$ cat src/design/dram_pkg.sv
package dram_pkg;

    localparam int DRAM_WORD_WIDTH = 32;
    localparam int BYTES_PER_WORD = 4;
    localparam int DRAM_ADDR_WIDTH = 18;

    // first word of every job
    typedef struct packed {
        logic [7:0]  feature_rows;
        logic [7:0]  out_col;
        logic [15:0] reserved;
    } dram_param_t;

    // one bus word, seen either as bytes or as the job parameters
    // byte 0 sits in the low bits
    typedef union packed {
        logic [BYTES_PER_WORD-1:0][DRAM_WORD_WIDTH/BYTES_PER_WORD-1:0] raw;
        dram_param_t param;
    } dram_word_u;

    // order in which a job is loaded
    typedef enum logic [1:0] {
        PHASE_PARAM,
        PHASE_WEIGHT,
        PHASE_FEATURE,
        PHASE_COMPUTE
    } load_phase_e;

endpackage

$ cat src/design/sa_pkg.sv
package sa_pkg;

    // taps per row
    localparam int N_ROWS = 3;
    localparam int DATA_WIDTH = 8;
    localparam int ACC_WIDTH = 16;

    typedef logic signed [DATA_WIDTH-1:0] data_t;

    // wraps modulo 2^16
    typedef logic signed [ACC_WIDTH-1:0] acc_t;

    // element 0 is the earliest byte of the stream
    typedef data_t [N_ROWS-1:0] row_t;

    // one feature row travelling down the array
    typedef struct packed {
        logic valid;
        logic first;
        logic last;
        row_t row;
    } feature_slot_t;

endpackage

$ cat src/design/conv_accel_top.sv
module conv_accel_top #(
    parameter int N_COLS = 4,
    parameter int FEATURE_DEPTH = 64
) (
    input  logic                                 clk_i,
    input  logic                                 rd_weight_rst,
    input  dram_pkg::dram_word_u                 mem_data_i,
    input  logic                                 mem_valid_i,
    output sa_pkg::acc_t                         final_output_o,
    output logic                                 done_o,
    output logic [dram_pkg::DRAM_ADDR_WIDTH-1:0] dram_rd_address_o
);

    localparam int WAW = $clog2(N_COLS);
    localparam int FAW = $clog2(FEATURE_DEPTH);

    ////////////////////
    // load side

    logic word_valid;
    logic flush;
    logic row_valid;
    sa_pkg::row_t unpacked_row;
    logic weight_we;
    logic [WAW-1:0] weight_wr_addr;
    logic feature_we;
    logic [FAW-1:0] feature_wr_addr;
    logic start;
    logic [7:0] feature_rows;
    logic [7:0] out_col;

    ////////////////////
    // compute side

    logic weight_re;
    logic [WAW-1:0] weight_rd_addr;
    logic feature_re;
    logic [FAW-1:0] feature_rd_addr;
    sa_pkg::row_t weight_row;
    sa_pkg::row_t feature_row;
    logic weight_ld;
    logic [WAW-1:0] weight_col;
    sa_pkg::feature_slot_t slot;
    sa_pkg::acc_t [N_COLS-1:0] results;
    logic last_out;

    dram_unpacker u_unpacker (
        .clk_i         (clk_i),
        .rd_weight_rst (rd_weight_rst),
        .word_valid_i  (word_valid),
        .word_i        (mem_data_i),
        .flush_i       (flush),
        .row_valid_o   (row_valid),
        .row_o         (unpacked_row)
    );

    dram_access_ctrl #(
        .N_COLS        (N_COLS),
        .FEATURE_DEPTH (FEATURE_DEPTH)
    ) u_access_ctrl (
        .clk_i             (clk_i),
        .rd_weight_rst     (rd_weight_rst),
        .mem_valid_i       (mem_valid_i),
        .mem_data_i        (mem_data_i),
        .row_valid_i       (row_valid),
        .done_i            (done_o),
        .word_valid_o      (word_valid),
        .flush_o           (flush),
        .weight_we_o       (weight_we),
        .weight_wr_addr_o  (weight_wr_addr),
        .feature_we_o      (feature_we),
        .feature_wr_addr_o (feature_wr_addr),
        .start_o           (start),
        .feature_rows_o    (feature_rows),
        .out_col_o         (out_col),
        .dram_rd_address_o (dram_rd_address_o)
    );

    row_ram #(.DEPTH(N_COLS)) u_weight_ram (
        .clk_i     (clk_i),
        .we_i      (weight_we),
        .wr_addr_i (weight_wr_addr),
        .wr_row_i  (unpacked_row),
        .re_i      (weight_re),
        .rd_addr_i (weight_rd_addr),
        .rd_row_o  (weight_row)
    );

    row_ram #(.DEPTH(FEATURE_DEPTH)) u_feature_ram (
        .clk_i     (clk_i),
        .we_i      (feature_we),
        .wr_addr_i (feature_wr_addr),
        .wr_row_i  (unpacked_row),
        .re_i      (feature_re),
        .rd_addr_i (feature_rd_addr),
        .rd_row_o  (feature_row)
    );

    sa_controller #(
        .N_COLS        (N_COLS),
        .FEATURE_DEPTH (FEATURE_DEPTH)
    ) u_sa_ctrl (
        .clk_i             (clk_i),
        .rd_weight_rst     (rd_weight_rst),
        .start_i           (start),
        .feature_rows_i    (feature_rows),
        .out_col_i         (out_col),
        .weight_row_i      (weight_row),
        .feature_row_i     (feature_row),
        .results_i         (results),
        .last_out_i        (last_out),
        .weight_re_o       (weight_re),
        .weight_rd_addr_o  (weight_rd_addr),
        .feature_re_o      (feature_re),
        .feature_rd_addr_o (feature_rd_addr),
        .weight_ld_o       (weight_ld),
        .weight_col_o      (weight_col),
        .slot_o            (slot),
        .final_output_o    (final_output_o),
        .done_o            (done_o)
    );

    systolic_array #(.N_COLS(N_COLS)) u_array (
        .clk_i         (clk_i),
        .rd_weight_rst (rd_weight_rst),
        .weight_ld_i   (weight_ld),
        .weight_col_i  (weight_col),
        .weight_row_i  (weight_row),
        .slot_i        (slot),
        .results_o     (results),
        .last_out_o    (last_out)
    );

endmodule

$ cat src/design/dram_access_ctrl.sv
module dram_access_ctrl #(
    parameter int N_COLS = 4,
    parameter int FEATURE_DEPTH = 64
) (
    input  logic                                 clk_i,
    input  logic                                 rd_weight_rst,
    input  logic                                 mem_valid_i,
    input  dram_pkg::dram_word_u                 mem_data_i,
    input  logic                                 row_valid_i,
    input  logic                                 done_i,
    output logic                                 word_valid_o,
    output logic                                 flush_o,
    output logic                                 weight_we_o,
    output logic [$clog2(N_COLS)-1:0]            weight_wr_addr_o,
    output logic                                 feature_we_o,
    output logic [$clog2(FEATURE_DEPTH)-1:0]     feature_wr_addr_o,
    output logic                                 start_o,
    output logic [7:0]                           feature_rows_o,
    output logic [7:0]                           out_col_o,
    output logic [dram_pkg::DRAM_ADDR_WIDTH-1:0] dram_rd_address_o
);

    localparam int WAW = $clog2(N_COLS);
    localparam int FAW = $clog2(FEATURE_DEPTH);

    dram_pkg::load_phase_e phase_q;
    dram_pkg::dram_param_t param_q;
    logic [FAW-1:0] row_cnt_q;
    logic last_weight;
    logic last_feature;

    ////////////////////
    // row steering

    // parameter word is kept here, everything else goes to the unpacker
    assign word_valid_o = mem_valid_i && (phase_q == dram_pkg::PHASE_WEIGHT ||
                                          phase_q == dram_pkg::PHASE_FEATURE);
    assign weight_we_o = row_valid_i && phase_q == dram_pkg::PHASE_WEIGHT;
    assign feature_we_o = row_valid_i && phase_q == dram_pkg::PHASE_FEATURE;
    assign weight_wr_addr_o = row_cnt_q[WAW-1:0];
    assign feature_wr_addr_o = row_cnt_q;

    assign last_weight = weight_we_o && row_cnt_q == FAW'(N_COLS - 1);
    assign last_feature = feature_we_o && row_cnt_q == FAW'(param_q.feature_rows - 8'd1);
    // region end, leftover bytes are padding
    assign flush_o = last_weight || last_feature;

    assign feature_rows_o = param_q.feature_rows;
    assign out_col_o = param_q.out_col;

    ////////////////////
    // phase sequencing

    always_ff @(posedge clk_i) begin
        if (rd_weight_rst) begin
            phase_q <= dram_pkg::PHASE_PARAM;
            row_cnt_q <= '0;
            start_o <= 1'b0;
            dram_rd_address_o <= '0;
        end else begin
            start_o <= last_feature;
            if (mem_valid_i) begin
                dram_rd_address_o <= (phase_q == dram_pkg::PHASE_PARAM) ?
                                     dram_pkg::DRAM_ADDR_WIDTH'(1) : dram_rd_address_o + 1'b1;
            end
            if (weight_we_o || feature_we_o) begin
                row_cnt_q <= flush_o ? '0 : row_cnt_q + 1'b1;
            end
            case (phase_q)
                dram_pkg::PHASE_PARAM: if (mem_valid_i) phase_q <= dram_pkg::PHASE_WEIGHT;
                dram_pkg::PHASE_WEIGHT: if (last_weight) phase_q <= dram_pkg::PHASE_FEATURE;
                dram_pkg::PHASE_FEATURE: if (last_feature) phase_q <= dram_pkg::PHASE_COMPUTE;
                default: if (done_i) phase_q <= dram_pkg::PHASE_PARAM;
            endcase
        end
    end

    always_ff @(posedge clk_i) begin
        if (mem_valid_i && phase_q == dram_pkg::PHASE_PARAM) begin
            param_q <= mem_data_i.param;
        end
    end

    // the array and the result mux are sized from these parameters
    a_param_range: assert property (@(posedge clk_i) disable iff (rd_weight_rst)
        (mem_valid_i && phase_q == dram_pkg::PHASE_PARAM) |->
        (mem_data_i.param.out_col < N_COLS && mem_data_i.param.feature_rows >= 1 &&
         mem_data_i.param.feature_rows <= FEATURE_DEPTH));

    // no back-pressure, so a word during compute would be lost
    a_no_word_in_compute: assert property (@(posedge clk_i) disable iff (rd_weight_rst)
        phase_q == dram_pkg::PHASE_COMPUTE |-> !mem_valid_i);

endmodule

$ cat src/design/dram_unpacker.sv
module dram_unpacker (
    input  logic               clk_i,
    input  logic               rd_weight_rst,
    input  logic               word_valid_i,
    input  dram_pkg::dram_word_u word_i,
    input  logic               flush_i,
    output logic               row_valid_o,
    output sa_pkg::row_t       row_o
);

    localparam int BUF_BYTES = 2 * sa_pkg::N_ROWS;
    localparam int ROW_BITS = sa_pkg::N_ROWS * sa_pkg::DATA_WIDTH;

    sa_pkg::data_t [BUF_BYTES-1:0] buf_q;
    sa_pkg::data_t [BUF_BYTES-1:0] buf_d;
    logic [2:0] cnt_q;
    logic [2:0] cnt_d;

    // oldest bytes sit at the bottom of the buffer
    assign row_valid_o = cnt_q >= 3'(sa_pkg::N_ROWS);
    assign row_o = buf_q[sa_pkg::N_ROWS-1:0];

    always_comb begin
        buf_d = buf_q;
        cnt_d = cnt_q;
        // flush drops padding, a word arriving now still lands
        if (flush_i) begin
            cnt_d = '0;
        end else if (row_valid_o) begin
            buf_d = buf_q >> ROW_BITS;
            cnt_d = cnt_q - 3'(sa_pkg::N_ROWS);
        end
        if (word_valid_i) begin
            for (int k = 0; k < dram_pkg::BYTES_PER_WORD; k++) begin
                buf_d[cnt_d + 3'(k)] = word_i.raw[k];
            end
            cnt_d = cnt_d + 3'(dram_pkg::BYTES_PER_WORD);
        end
    end

    always_ff @(posedge clk_i) begin
        buf_q <= buf_d;
        if (rd_weight_rst) begin
            cnt_q <= '0;
        end else begin
            cnt_q <= cnt_d;
        end
    end

    // with one idle cycle between words the buffer never holds more than six bytes
    a_word_spacing: assert property (@(posedge clk_i) disable iff (rd_weight_rst)
        word_valid_i |=> !word_valid_i);

endmodule

$ cat src/design/row_ram.sv
module row_ram #(
    parameter int DEPTH = 64
) (
    input  logic                     clk_i,
    input  logic                     we_i,
    input  logic [$clog2(DEPTH)-1:0] wr_addr_i,
    input  sa_pkg::row_t             wr_row_i,
    input  logic                     re_i,
    input  logic [$clog2(DEPTH)-1:0] rd_addr_i,
    output sa_pkg::row_t             rd_row_o
);

    sa_pkg::row_t mem [DEPTH];

    // one cycle read latency, output holds while re_i is low
    always_ff @(posedge clk_i) begin
        if (we_i) begin
            mem[wr_addr_i] <= wr_row_i;
        end
        if (re_i) begin
            rd_row_o <= mem[rd_addr_i];
        end
    end

endmodule

$ cat src/design/sa_controller.sv
module sa_controller #(
    parameter int N_COLS = 4,
    parameter int FEATURE_DEPTH = 64
) (
    input  logic                             clk_i,
    input  logic                             rd_weight_rst,
    input  logic                             start_i,
    input  logic [7:0]                       feature_rows_i,
    input  logic [7:0]                       out_col_i,
    input  sa_pkg::row_t                     weight_row_i,
    input  sa_pkg::row_t                     feature_row_i,
    input  sa_pkg::acc_t [N_COLS-1:0]        results_i,
    input  logic                             last_out_i,
    output logic                             weight_re_o,
    output logic [$clog2(N_COLS)-1:0]        weight_rd_addr_o,
    output logic                             feature_re_o,
    output logic [$clog2(FEATURE_DEPTH)-1:0] feature_rd_addr_o,
    output logic                             weight_ld_o,
    output logic [$clog2(N_COLS)-1:0]        weight_col_o,
    output sa_pkg::feature_slot_t            slot_o,
    output sa_pkg::acc_t                     final_output_o,
    output logic                             done_o
);

    localparam int WAW = $clog2(N_COLS);
    localparam int FAW = $clog2(FEATURE_DEPTH);

    typedef enum logic [1:0] {
        S_IDLE,
        S_LOAD,
        S_STREAM
    } state_e;

    state_e state_q;
    logic [FAW-1:0] cnt_q;
    logic last_row;
    logic fvalid_q;
    logic ffirst_q;
    logic flast_q;

    assign last_row = cnt_q == FAW'(feature_rows_i - 8'd1);

    assign weight_re_o = state_q == S_LOAD;
    assign weight_rd_addr_o = cnt_q[WAW-1:0];
    assign feature_re_o = state_q == S_STREAM;
    assign feature_rd_addr_o = cnt_q;

    // flags and the RAM output both lag the read by one cycle
    assign slot_o = '{valid: fvalid_q, first: ffirst_q, last: flast_q, row: feature_row_i};

    always_ff @(posedge clk_i) begin
        if (rd_weight_rst) begin
            state_q <= S_IDLE;
            cnt_q <= '0;
            weight_ld_o <= 1'b0;
            weight_col_o <= '0;
            fvalid_q <= 1'b0;
            ffirst_q <= 1'b0;
            flast_q <= 1'b0;
            done_o <= 1'b0;
            final_output_o <= '0;
        end else begin
            // load follows the weight read by one cycle
            weight_ld_o <= state_q == S_LOAD;
            weight_col_o <= cnt_q[WAW-1:0];
            fvalid_q <= state_q == S_STREAM;
            ffirst_q <= state_q == S_STREAM && cnt_q == '0;
            flast_q <= state_q == S_STREAM && last_row;
            done_o <= last_out_i;
            if (last_out_i) begin
                final_output_o <= results_i[out_col_i];
            end
            case (state_q)
                S_IDLE: begin
                    if (start_i) begin
                        state_q <= S_LOAD;
                        cnt_q <= '0;
                    end
                end
                S_LOAD: begin
                    if (cnt_q == FAW'(N_COLS - 1)) begin
                        state_q <= S_STREAM;
                        cnt_q <= '0;
                    end else begin
                        cnt_q <= cnt_q + 1'b1;
                    end
                end
                default: begin
                    if (last_row) begin
                        state_q <= S_IDLE;
                        cnt_q <= '0;
                    end else begin
                        cnt_q <= cnt_q + 1'b1;
                    end
                end
            endcase
        end
    end

endmodule

$ cat src/design/systolic_array.sv
module systolic_array #(
    parameter int N_COLS = 4
) (
    input  logic                      clk_i,
    input  logic                      rd_weight_rst,
    input  logic                      weight_ld_i,
    input  logic [$clog2(N_COLS)-1:0] weight_col_i,
    input  sa_pkg::row_t              weight_row_i,
    input  sa_pkg::feature_slot_t     slot_i,
    output sa_pkg::acc_t [N_COLS-1:0] results_o,
    output logic                      last_out_o
);

    localparam int CW = $clog2(N_COLS);

    // entry c is the slot seen by column c, entry N_COLS has left the array
    sa_pkg::feature_slot_t [N_COLS:0] slot_chain;

    function automatic sa_pkg::acc_t dot(sa_pkg::row_t a, sa_pkg::row_t b);
        sa_pkg::acc_t sum;
        sa_pkg::acc_t prod;
        sum = '0;
        for (int k = 0; k < sa_pkg::N_ROWS; k++) begin
            prod = a[k] * b[k];
            sum = sum + prod;
        end
        return sum;
    endfunction

    assign slot_chain[0] = slot_i;
    assign last_out_o = slot_chain[N_COLS].valid && slot_chain[N_COLS].last;

    for (genvar c = 0; c < N_COLS; c++) begin : g_col
        sa_pkg::row_t weight_q;

        always_ff @(posedge clk_i) begin
            if (rd_weight_rst) begin
                weight_q <= '0;
                slot_chain[c+1] <= '0;
                results_o[c] <= '0;
            end else begin
                if (weight_ld_i && weight_col_i == CW'(c)) begin
                    weight_q <= weight_row_i;
                end
                slot_chain[c+1] <= slot_chain[c];
                // first row of a job restarts the sum
                if (slot_chain[c].valid) begin
                    results_o[c] <= (slot_chain[c].first ? '0 : results_o[c]) +
                                    dot(slot_chain[c].row, weight_q);
                end
            end
        end
    end

    a_weight_col: assert property (@(posedge clk_i) disable iff (rd_weight_rst)
        weight_ld_i |-> weight_col_i < N_COLS);

endmodule

$ cat config.mk
export PLATFORM = sky130hd
export DESIGN_NAME = conv_accel_top
export DESIGN_NICKNAME = d
export VERILOG_FILES = /design/src/design/dram_pkg.sv /design/src/design/sa_pkg.sv /design/src/design/conv_accel_top.sv /design/src/design/dram_access_ctrl.sv /design/src/design/dram_unpacker.sv /design/src/design/row_ram.sv /design/src/design/sa_controller.sv /design/src/design/systolic_array.sv
export SDC_FILE = /design/constraint.sdc
export NUM_CORES = 2
export LEC_CHECK = 0
export CAP_MARGIN = 25
export CORE_MARGIN = 2
export CORE_UTILIZATION = 50
export CTS_BUF_LIST = sky130_fd_sc_hd__clkbuf_4
export DETAILED_ROUTE_END_ITERATION = 6
export DONT_BUFFER_PORTS = 1
export GPL_TIMING_DRIVEN = 0
export PLACE_DENSITY = 0.65
export SLEW_MARGIN = 20
export SYNTH_ARGS = -nofsm -noshare
export SYNTH_HDL_FRONTEND = slang
export SYNTH_SLANG_ARGS = --single-unit
export TNS_END_PERCENT = 1
$ cat constraint.sdc
create_clock -name clk_i -period 8.05 [get_ports clk_i]
set_input_delay 0.805 -clock clk_i [delete_from_list [all_inputs] [get_ports clk_i]]
set_output_delay 0.805 -clock clk_i [all_outputs]
set_load 0.01 [all_outputs]
== After elaboration in Yosys (flattened, before gate mapping) ==
Memory sizes are Yosys's and may differ from the RTL's. A register that Yosys moved wholly into a read port is not among the register bits.
Index checks and enable logic that the tools add are counted.
Operators by class
  reductions and logical operators: 28
  add/sub/neg operators: 21
  multiply operators: 12
  $lt $le $gt $ge: 10
  eq/ne operators: 16
  multiplexer cells: 43
Operator list (number)
  adder 16 bit: 12
  bitwise mux 48 bit: 4
  multiplier 8 x 8 -> 16 bit: 12
  2-to-1 mux 48 bit: 3
  demux 8 bit (select 3 bit): 4
  2-to-1 mux 16 bit: 5
  binary-select mux 16 bit (select 2 bit): 1
  2-to-1 mux 8 bit: 4
  2-to-1 mux 6 bit: 4
  adder 18 x 1 -> 18 bit, second input constant: 1
  2-to-1 mux 18 bit: 1
  logical AND 1 bit: 17
  less-than comparator 3 x 4 -> 1 bit, second input constant: 4
  2-to-1 mux 2 bit: 7
  adder 6 x 1 -> 6 bit, second input constant: 2
  == test 6 x 2 -> 1 bit, second input constant: 2
  == test 6 bit: 2
  greater-or-equal comparator 3 x 1 -> 1 bit, second input constant: 4
  case mux 6 bit (2 select lines): 1
  2-to-1 mux 3 bit: 3
  == test 2 bit, second input constant: 4
  less-than comparator 8 x 3 -> 1 bit, second input constant: 1
  adder 3 x 2 -> 3 bit, second input constant: 2
  == test 2 x 1 -> 1 bit, second input constant: 3
  17 further kinds: 27
Word-level totals
  output and inout bits: 35
  RAM bits: 1632
  memories kept: 2
  flip-flop bits (word level): 366
Memories
  u_feature_ram.mem: depth 64, bits a word 24, rd ports 1, clocked after Yosys merged registers in 1, wr ports 1, line row_ram.sv:13  | sa_pkg::row_t mem [DEPTH];
  u_weight_ram.mem: depth 4, bits a word 24, rd ports 1, clocked after Yosys merged registers in 1, wr ports 1, line row_ram.sv:13

== Longest topological paths before layout ==
  depth in word-level cells: 14
  mapped depth: 25

== By module ==
Synthesis repeated with hierarchy kept, for this count alone.
Unflattened totals
  cells, all modules: 8052
  area total of the unflattened synthesis: 113088.5 µm²
By module, submodules not included
  row_ram at u_feature_ram: area each 59535.8 µm², cells an instance 2610, sequential area each 46844.9 µm², instances 1
  systolic_array: area each 41282.1 µm², cells an instance 4395, sequential area each 4864.7 µm², instances 1
  row_ram at u_weight_ram: area each 4255.3 µm², cells an instance 154, sequential area each 3603.5 µm², instances 1
  dram_unpacker: area each 4098.9 µm², cells an instance 508, sequential area each 1021.0 µm², instances 1
  sa_controller: area each 2000.7 µm², cells an instance 198, sequential area each 620.6 µm², instances 1
  dram_access_ctrl: area each 1915.6 µm², cells an instance 187, sequential area each 1021.0 µm², instances 1

== Least setup slack after synthesis ==
OpenSTA, ideal clock, no wires.
  path type: reg2reg
  from: register u_feature_ram.rd_row_o[5] (netlist bit), read port of u_feature_ram.mem
  to: register u_array.results_o[15] (netlist bit)
  buffers on the path: 1
  arrival time: 6000 ps
  setup time: 86 ps
  setup slack: 1964 ps
  cell stages (with the launch flop): 23
  cells stage by stage: edfxtp_1 -> clkbuf_1 -> and2_1 -> fa_1 -> inv_1 -> fa_1 -> fa_1 -> inv_1 -> fa_1 -> fa_1 -> fa_1 -> inv_1 -> fa_1 -> inv_1 -> ha_1 -> o21a_1 -> a21oi_1 -> o31ai_1 -> a41oi_1 -> a211o_1 -> o21ai_0 -> xnor2_1 -> a211oi_1
On the way
  word-level cells in the longest chain between the ends: 4
RTL lines
  start, declared: line row_ram.sv:10  | output sa_pkg::row_t rd_row_o
  multiplier 8 x 8 -> 16 bit: line systolic_array.sv:24  | prod = a[k] * b[k];
  adder 16 bit (2 in a row): line systolic_array.sv:25  | sum = sum + prod;
  adder 16 bit: line systolic_array.sv:48  | results_o[c] <= (slot_chain[c].first ? '0 : results_o[c]) +
  end signal, assigned by index: line systolic_array.sv:48
  end, declared: line systolic_array.sv:10  | output sa_pkg::acc_t [N_COLS-1:0] results_o,
No other way between the ends.
A chain may end at the register's enable or synchronous reset.

== Worst setup path after layout ==
  from: register u_array.g_col[1].weight_q[8] (netlist bit)
  to: register u_array.results_o[31] (netlist bit)
On the way
  word-level cells in the longest chain between the ends: 4
RTL lines
  start, declared: line systolic_array.sv:34  | sa_pkg::row_t weight_q;
  start signal, assigned: line systolic_array.sv:43  | weight_q <= weight_row_i;
  multiplier 8 x 8 -> 16 bit: line systolic_array.sv:24
  adder 16 bit (2 in a row): line systolic_array.sv:25
  adder 16 bit: line systolic_array.sv:48
No other way between the ends.

==> implementation parameters <==
Parameter                              Value

Job
  Max-cap violations ... 0

Final layout
  Register Area ... 57,830 µm²
  Post-route cell area ... roughly 130,000 µm²
  FILL cells ... roughly 18,000
  Share of cells above drive strength 1 ... 0.1861
  Non-filler cells in the finished layout ... between 10,000 and 15,000
  Area Overhead vs Synth ... 12.45%
  Footprint of the multi-input gates ... 49,030 µm²
  Net count of the finished layout ... 9,704

Routing
  DRT iter0 DRCs ... slightly below 7,000
  Count of nets left with antenna violations after detail routing ... 0
  Via/cell ratio ... approximately 5.7
  Detailed-route via count ... around 67,000
  Drt drc ... 0
  DRT Pass-1 Iters ... 6
  Average wire length per cell after detail routing ... 26.69 µm
  Wire length reported by the detailed router ... 313.0 mm

Clock network
  Max clock buf depth ... 4
  Clock tree from TritonCTS ... done
  Insertion delay to the later sink of the worst-skew pair ... 1.43 ns
  H-tree lvl count ... 6
  Count of buffers added by post-CTS timing repair for setup ... 0
  Root Driver ... sky130_fd_sc_hd__clkbuf_4
  Total CTS buffers ... 541
  Clock net sink count ... just over 2,000
  Clock edge transition at the registers on the reported setup and hold paths ... approximately 0.07 ns

Floorplan
  # IOs ... 70
  Vertical die dimension ... approximately 480 µm
  Initial Utilization ... 0.5030
  DIE AREA ... 227,200 µm²
  Site row count ... 173
  Die width ... 476.7 µm
  Core footprint ... 222,100 µm²

Setup path
  Critical path launch point type ... flop
  Kind of end point of the critical path ... flop
  Crit Path Category ... reg -> reg
  Required arrival time at the worst endpoint ... 9.28 ns
  CP arrival ... 8.49 ns
  Worst Path Max Fanout ... 9

Logic synthesis
  Number of nets produced by synthesis ... 8,992
  Post-synthesis sequential element count ... ~2,000
  Async SR Flop Fraction ... 0
  Synth warnings ... 0
  Area share of the leading cell type in the synthesized netlist ... 0.4538
  Most common flop cell mapped by yosys ... sky130_fd_sc_hd__edfxtp_1
  Top cells by area, synth ... sky130_fd_sc_hd__edfxtp_1, sky130_fd_sc_hd__fa_1, sky130_fd_sc_hd__mux4_2
  Average instance area after synthesis ... 14.52 µm²
  Portion of the post-synthesis area used by sequential elements ... 0.5169
  Most common library cells after synthesis ... sky130_fd_sc_hd__edfxtp_1, sky130_fd_sc_hd__inv_1, sky130_fd_sc_hd__fa_1, sky130_fd_sc_hd__nand2_1, sky130_fd_sc_hd__mux4_2
  Post-synth EDFFs ... 1,688
  Syn Std Cell Area ... 111,700 µm²
  Most area-hungry cell type in the Yosys netlist ... sky130_fd_sc_hd__edfxtp_1
  Count leader, synth ... sky130_fd_sc_hd__edfxtp_1
  Post-Syn Instances ... around 7,700
  Synth unique cells ... 77

Global routing
  Overflow after GRT ... 0
  First-pass GRT wire length ... about 460 mm
  Pin count of the biggest net entering global routing ... 70
  Initial antenna violation count ... 24
  Number of global-route vias before repair ... 70,514
  Total global-route track usage ... 0.2783

Placed design
  DP HPWL ... 229.4 mm
  Area after detailed placement ... ~120,000 µm²
  Final RePlAce weighted congestion ... 0.9463
  Port Buf Inserts ... 0
  Inst Count DP ... 10,774

Timing
  Slew Viols, Final ... 0
  Final Cycle Share ... 0.9023
  Final Critical Period ... between 7 and 8 ns
  Final Hold Violating Endpoints ... 0
  Maximum clock rate ... 137.7 MHz
  Maximum clock skew at final layout ... around 0.21 ns
  Setup repair after global routing missed its margin ... no
  Slew at the pin with the worst max-slew slack ... 1.127 ns
  Normalized max-slew margin ... 0.2484
  Total negative slack for setup checks ... 0 ns
  Setup-violating endpoint count in the final report ... 0

Status
  Run status ... finished, final reports clean

Power
  Worst IR Drop VDD ... about 0.19 mV
  Overall Power ... 25.44 mW
  Power per Cell Area ... slightly above 200 nW/µm²
  Leak ... 47.12 nW

Min path
  Hold/Removal Path Class ... in -> reg
[critical path, cell delays in order, from the launching register on]
cell and delay (ns):
sky130_fd_sc_hd__dfxtp_1 0.73, sky130_fd_sc_hd__and2_1 0.51, sky130_fd_sc_hd__inv_1 0.22, sky130_fd_sc_hd__fa_1 0.52
sky130_fd_sc_hd__fa_1 0.51, sky130_fd_sc_hd__inv_1 0.05, sky130_fd_sc_hd__fa_1 0.55, sky130_fd_sc_hd__fa_1 0.45
sky130_fd_sc_hd__fa_1 0.47, sky130_fd_sc_hd__fa_1 0.49, sky130_fd_sc_hd__inv_1 0.05, sky130_fd_sc_hd__fa_1 0.48
sky130_fd_sc_hd__inv_1 0.05, sky130_fd_sc_hd__ha_1 0.35, sky130_fd_sc_hd__nand2_1 0.10, sky130_fd_sc_hd__nand2_1 0.05
sky130_fd_sc_hd__a31oi_1 0.21, sky130_fd_sc_hd__o21ai_0 0.20, sky130_fd_sc_hd__o41ai_1 0.60, sky130_fd_sc_hd__o21a_1 0.24
sky130_fd_sc_hd__xnor2_1 0.12, sky130_fd_sc_hd__a211oi_1 0.24
[metal layers]
| metal | vias up | global-route usage | share of wire |
|---|---|---|---|
| met1 | 34467 | 0.3567 | 0.38 |
| li1 | 28363 | - | - |
| met3 | 757 | 0.04870 | 0.076 |
| met2 | 3178 | 0.4566 | 0.49 |
| met5 | - | 0 | 0.000029 |
| met4 | 2 | 0.1454 | 0.058 |
[worst paths after layout]
| kind | from | to | slack [ns] | cells after the start |
|---|---|---|---|---|
| worst max-delay path | u_array.g_col[1].weight_q[8] | u_array.results_o[31] | 0.79 | 21 |
| worst max register to register | u_array.g_col[1].weight_q[8] | u_array.results_o[31] | 0.79 | 21 |
| worst min register to register | u_array.slot_chain[105] | u_array.slot_chain[132] | 0.42 | 1 |
| worst min-delay path | mem_data_i[31] | u_unpacker.buf_q[39] | 0.22 | 3 |
[where the power goes]
group	switching, mW	total [mW]	internal, mW
logic	2.27	3.30	1.03
clock network	4.18	8.76	4.59
registers	0.638	13.4	12.7
[registers in the layout, summed over array words and instances (netlist names), 64 cells and up]
signal                  flops
u_weight_ram.mem           96
u_array.results_o          64
u_feature_ram.mem        1536
u_array.slot_chain         83
u_array.g_col.weight_q     96
[cell type report]
class,count,area share
Inverter,1151,0.03440
Antenna cell,23,0.0004582
Clock inverter,118,0.005957
Timing Repair Buffer,169,0.02472
Sequential cell,2040,0.4604
Clock buffer,750,0.04483
Buffer,293,0.009254
Multi-Input combinational cell,4209,0.3904
Tap cell,2975,0.02963
[cells by family (layout without fill, tap and decap cells)]
family	Yosys count	after routing	share of synthesized area
AND/OR/NAND/NOR	1675	1675	0.07338
XOR/XNOR	194	194	0.01572
other	0	23	0
AO/OA/AOI/OAI	467	467	0.02752
flip-flops	2040	2040	0.5169
adder cells (fa/ha/maj)	1264	1264	0.2021
multiplexers	609	609	0.1155
buffers and inverters	1444	2481	0.04890
[placed cells by master, fill, tap and decap left out, types with 37 or more instances in the layout]
master,instances
sky130_fd_sc_hd__dfxtp_1,328
sky130_fd_sc_hd__mux2i_1,63
sky130_fd_sc_hd__inv_1,1149
sky130_fd_sc_hd__nor2_1,217
sky130_fd_sc_hd__dlygate4sd3_1,52
sky130_fd_sc_hd__nor2_4,64
sky130_fd_sc_hd__clkinv_1,80
sky130_fd_sc_hd__buf_16,61
sky130_fd_sc_hd__a21oi_1,168
sky130_fd_sc_hd__edfxtp_1,1688
sky130_fd_sc_hd__nor2b_1,150
sky130_fd_sc_hd__clkbuf_1,213
sky130_fd_sc_hd__nand2b_1,70
sky130_fd_sc_hd__ha_1,364
sky130_fd_sc_hd__nand2_1,644
sky130_fd_sc_hd__xor2_1,40
sky130_fd_sc_hd__nand3_1,37
sky130_fd_sc_hd__xnor2_1,150
sky130_fd_sc_hd__o21ai_0,58
sky130_fd_sc_hd__buf_1,44
sky130_fd_sc_hd__fa_1,900
sky130_fd_sc_hd__and2_1,387
sky130_fd_sc_hd__mux4_2,544
sky130_fd_sc_hd__clkbuf_4,750
[what timing repair did]
action,in CTS,in global routing
endpoints found under the hold margin,57,0
hold buffers,52,0
gates resized for setup,0,0
[through the flow]
step           hold slack, ns    util  worst slack (ns)
2_1_floorplan          0.4138       -             1.964
3_3_place_gp           0.4327  0.5197            0.8648
3_5_place_dp           0.4284  0.5337            0.7723
4_1_cts               0.08022  0.5648            0.7895
5_1_grt                0.1522  0.5654            0.3845
6_report               0.2216  0.5656            0.7867
Note: power is estimated with default switching activity, not from simulation.
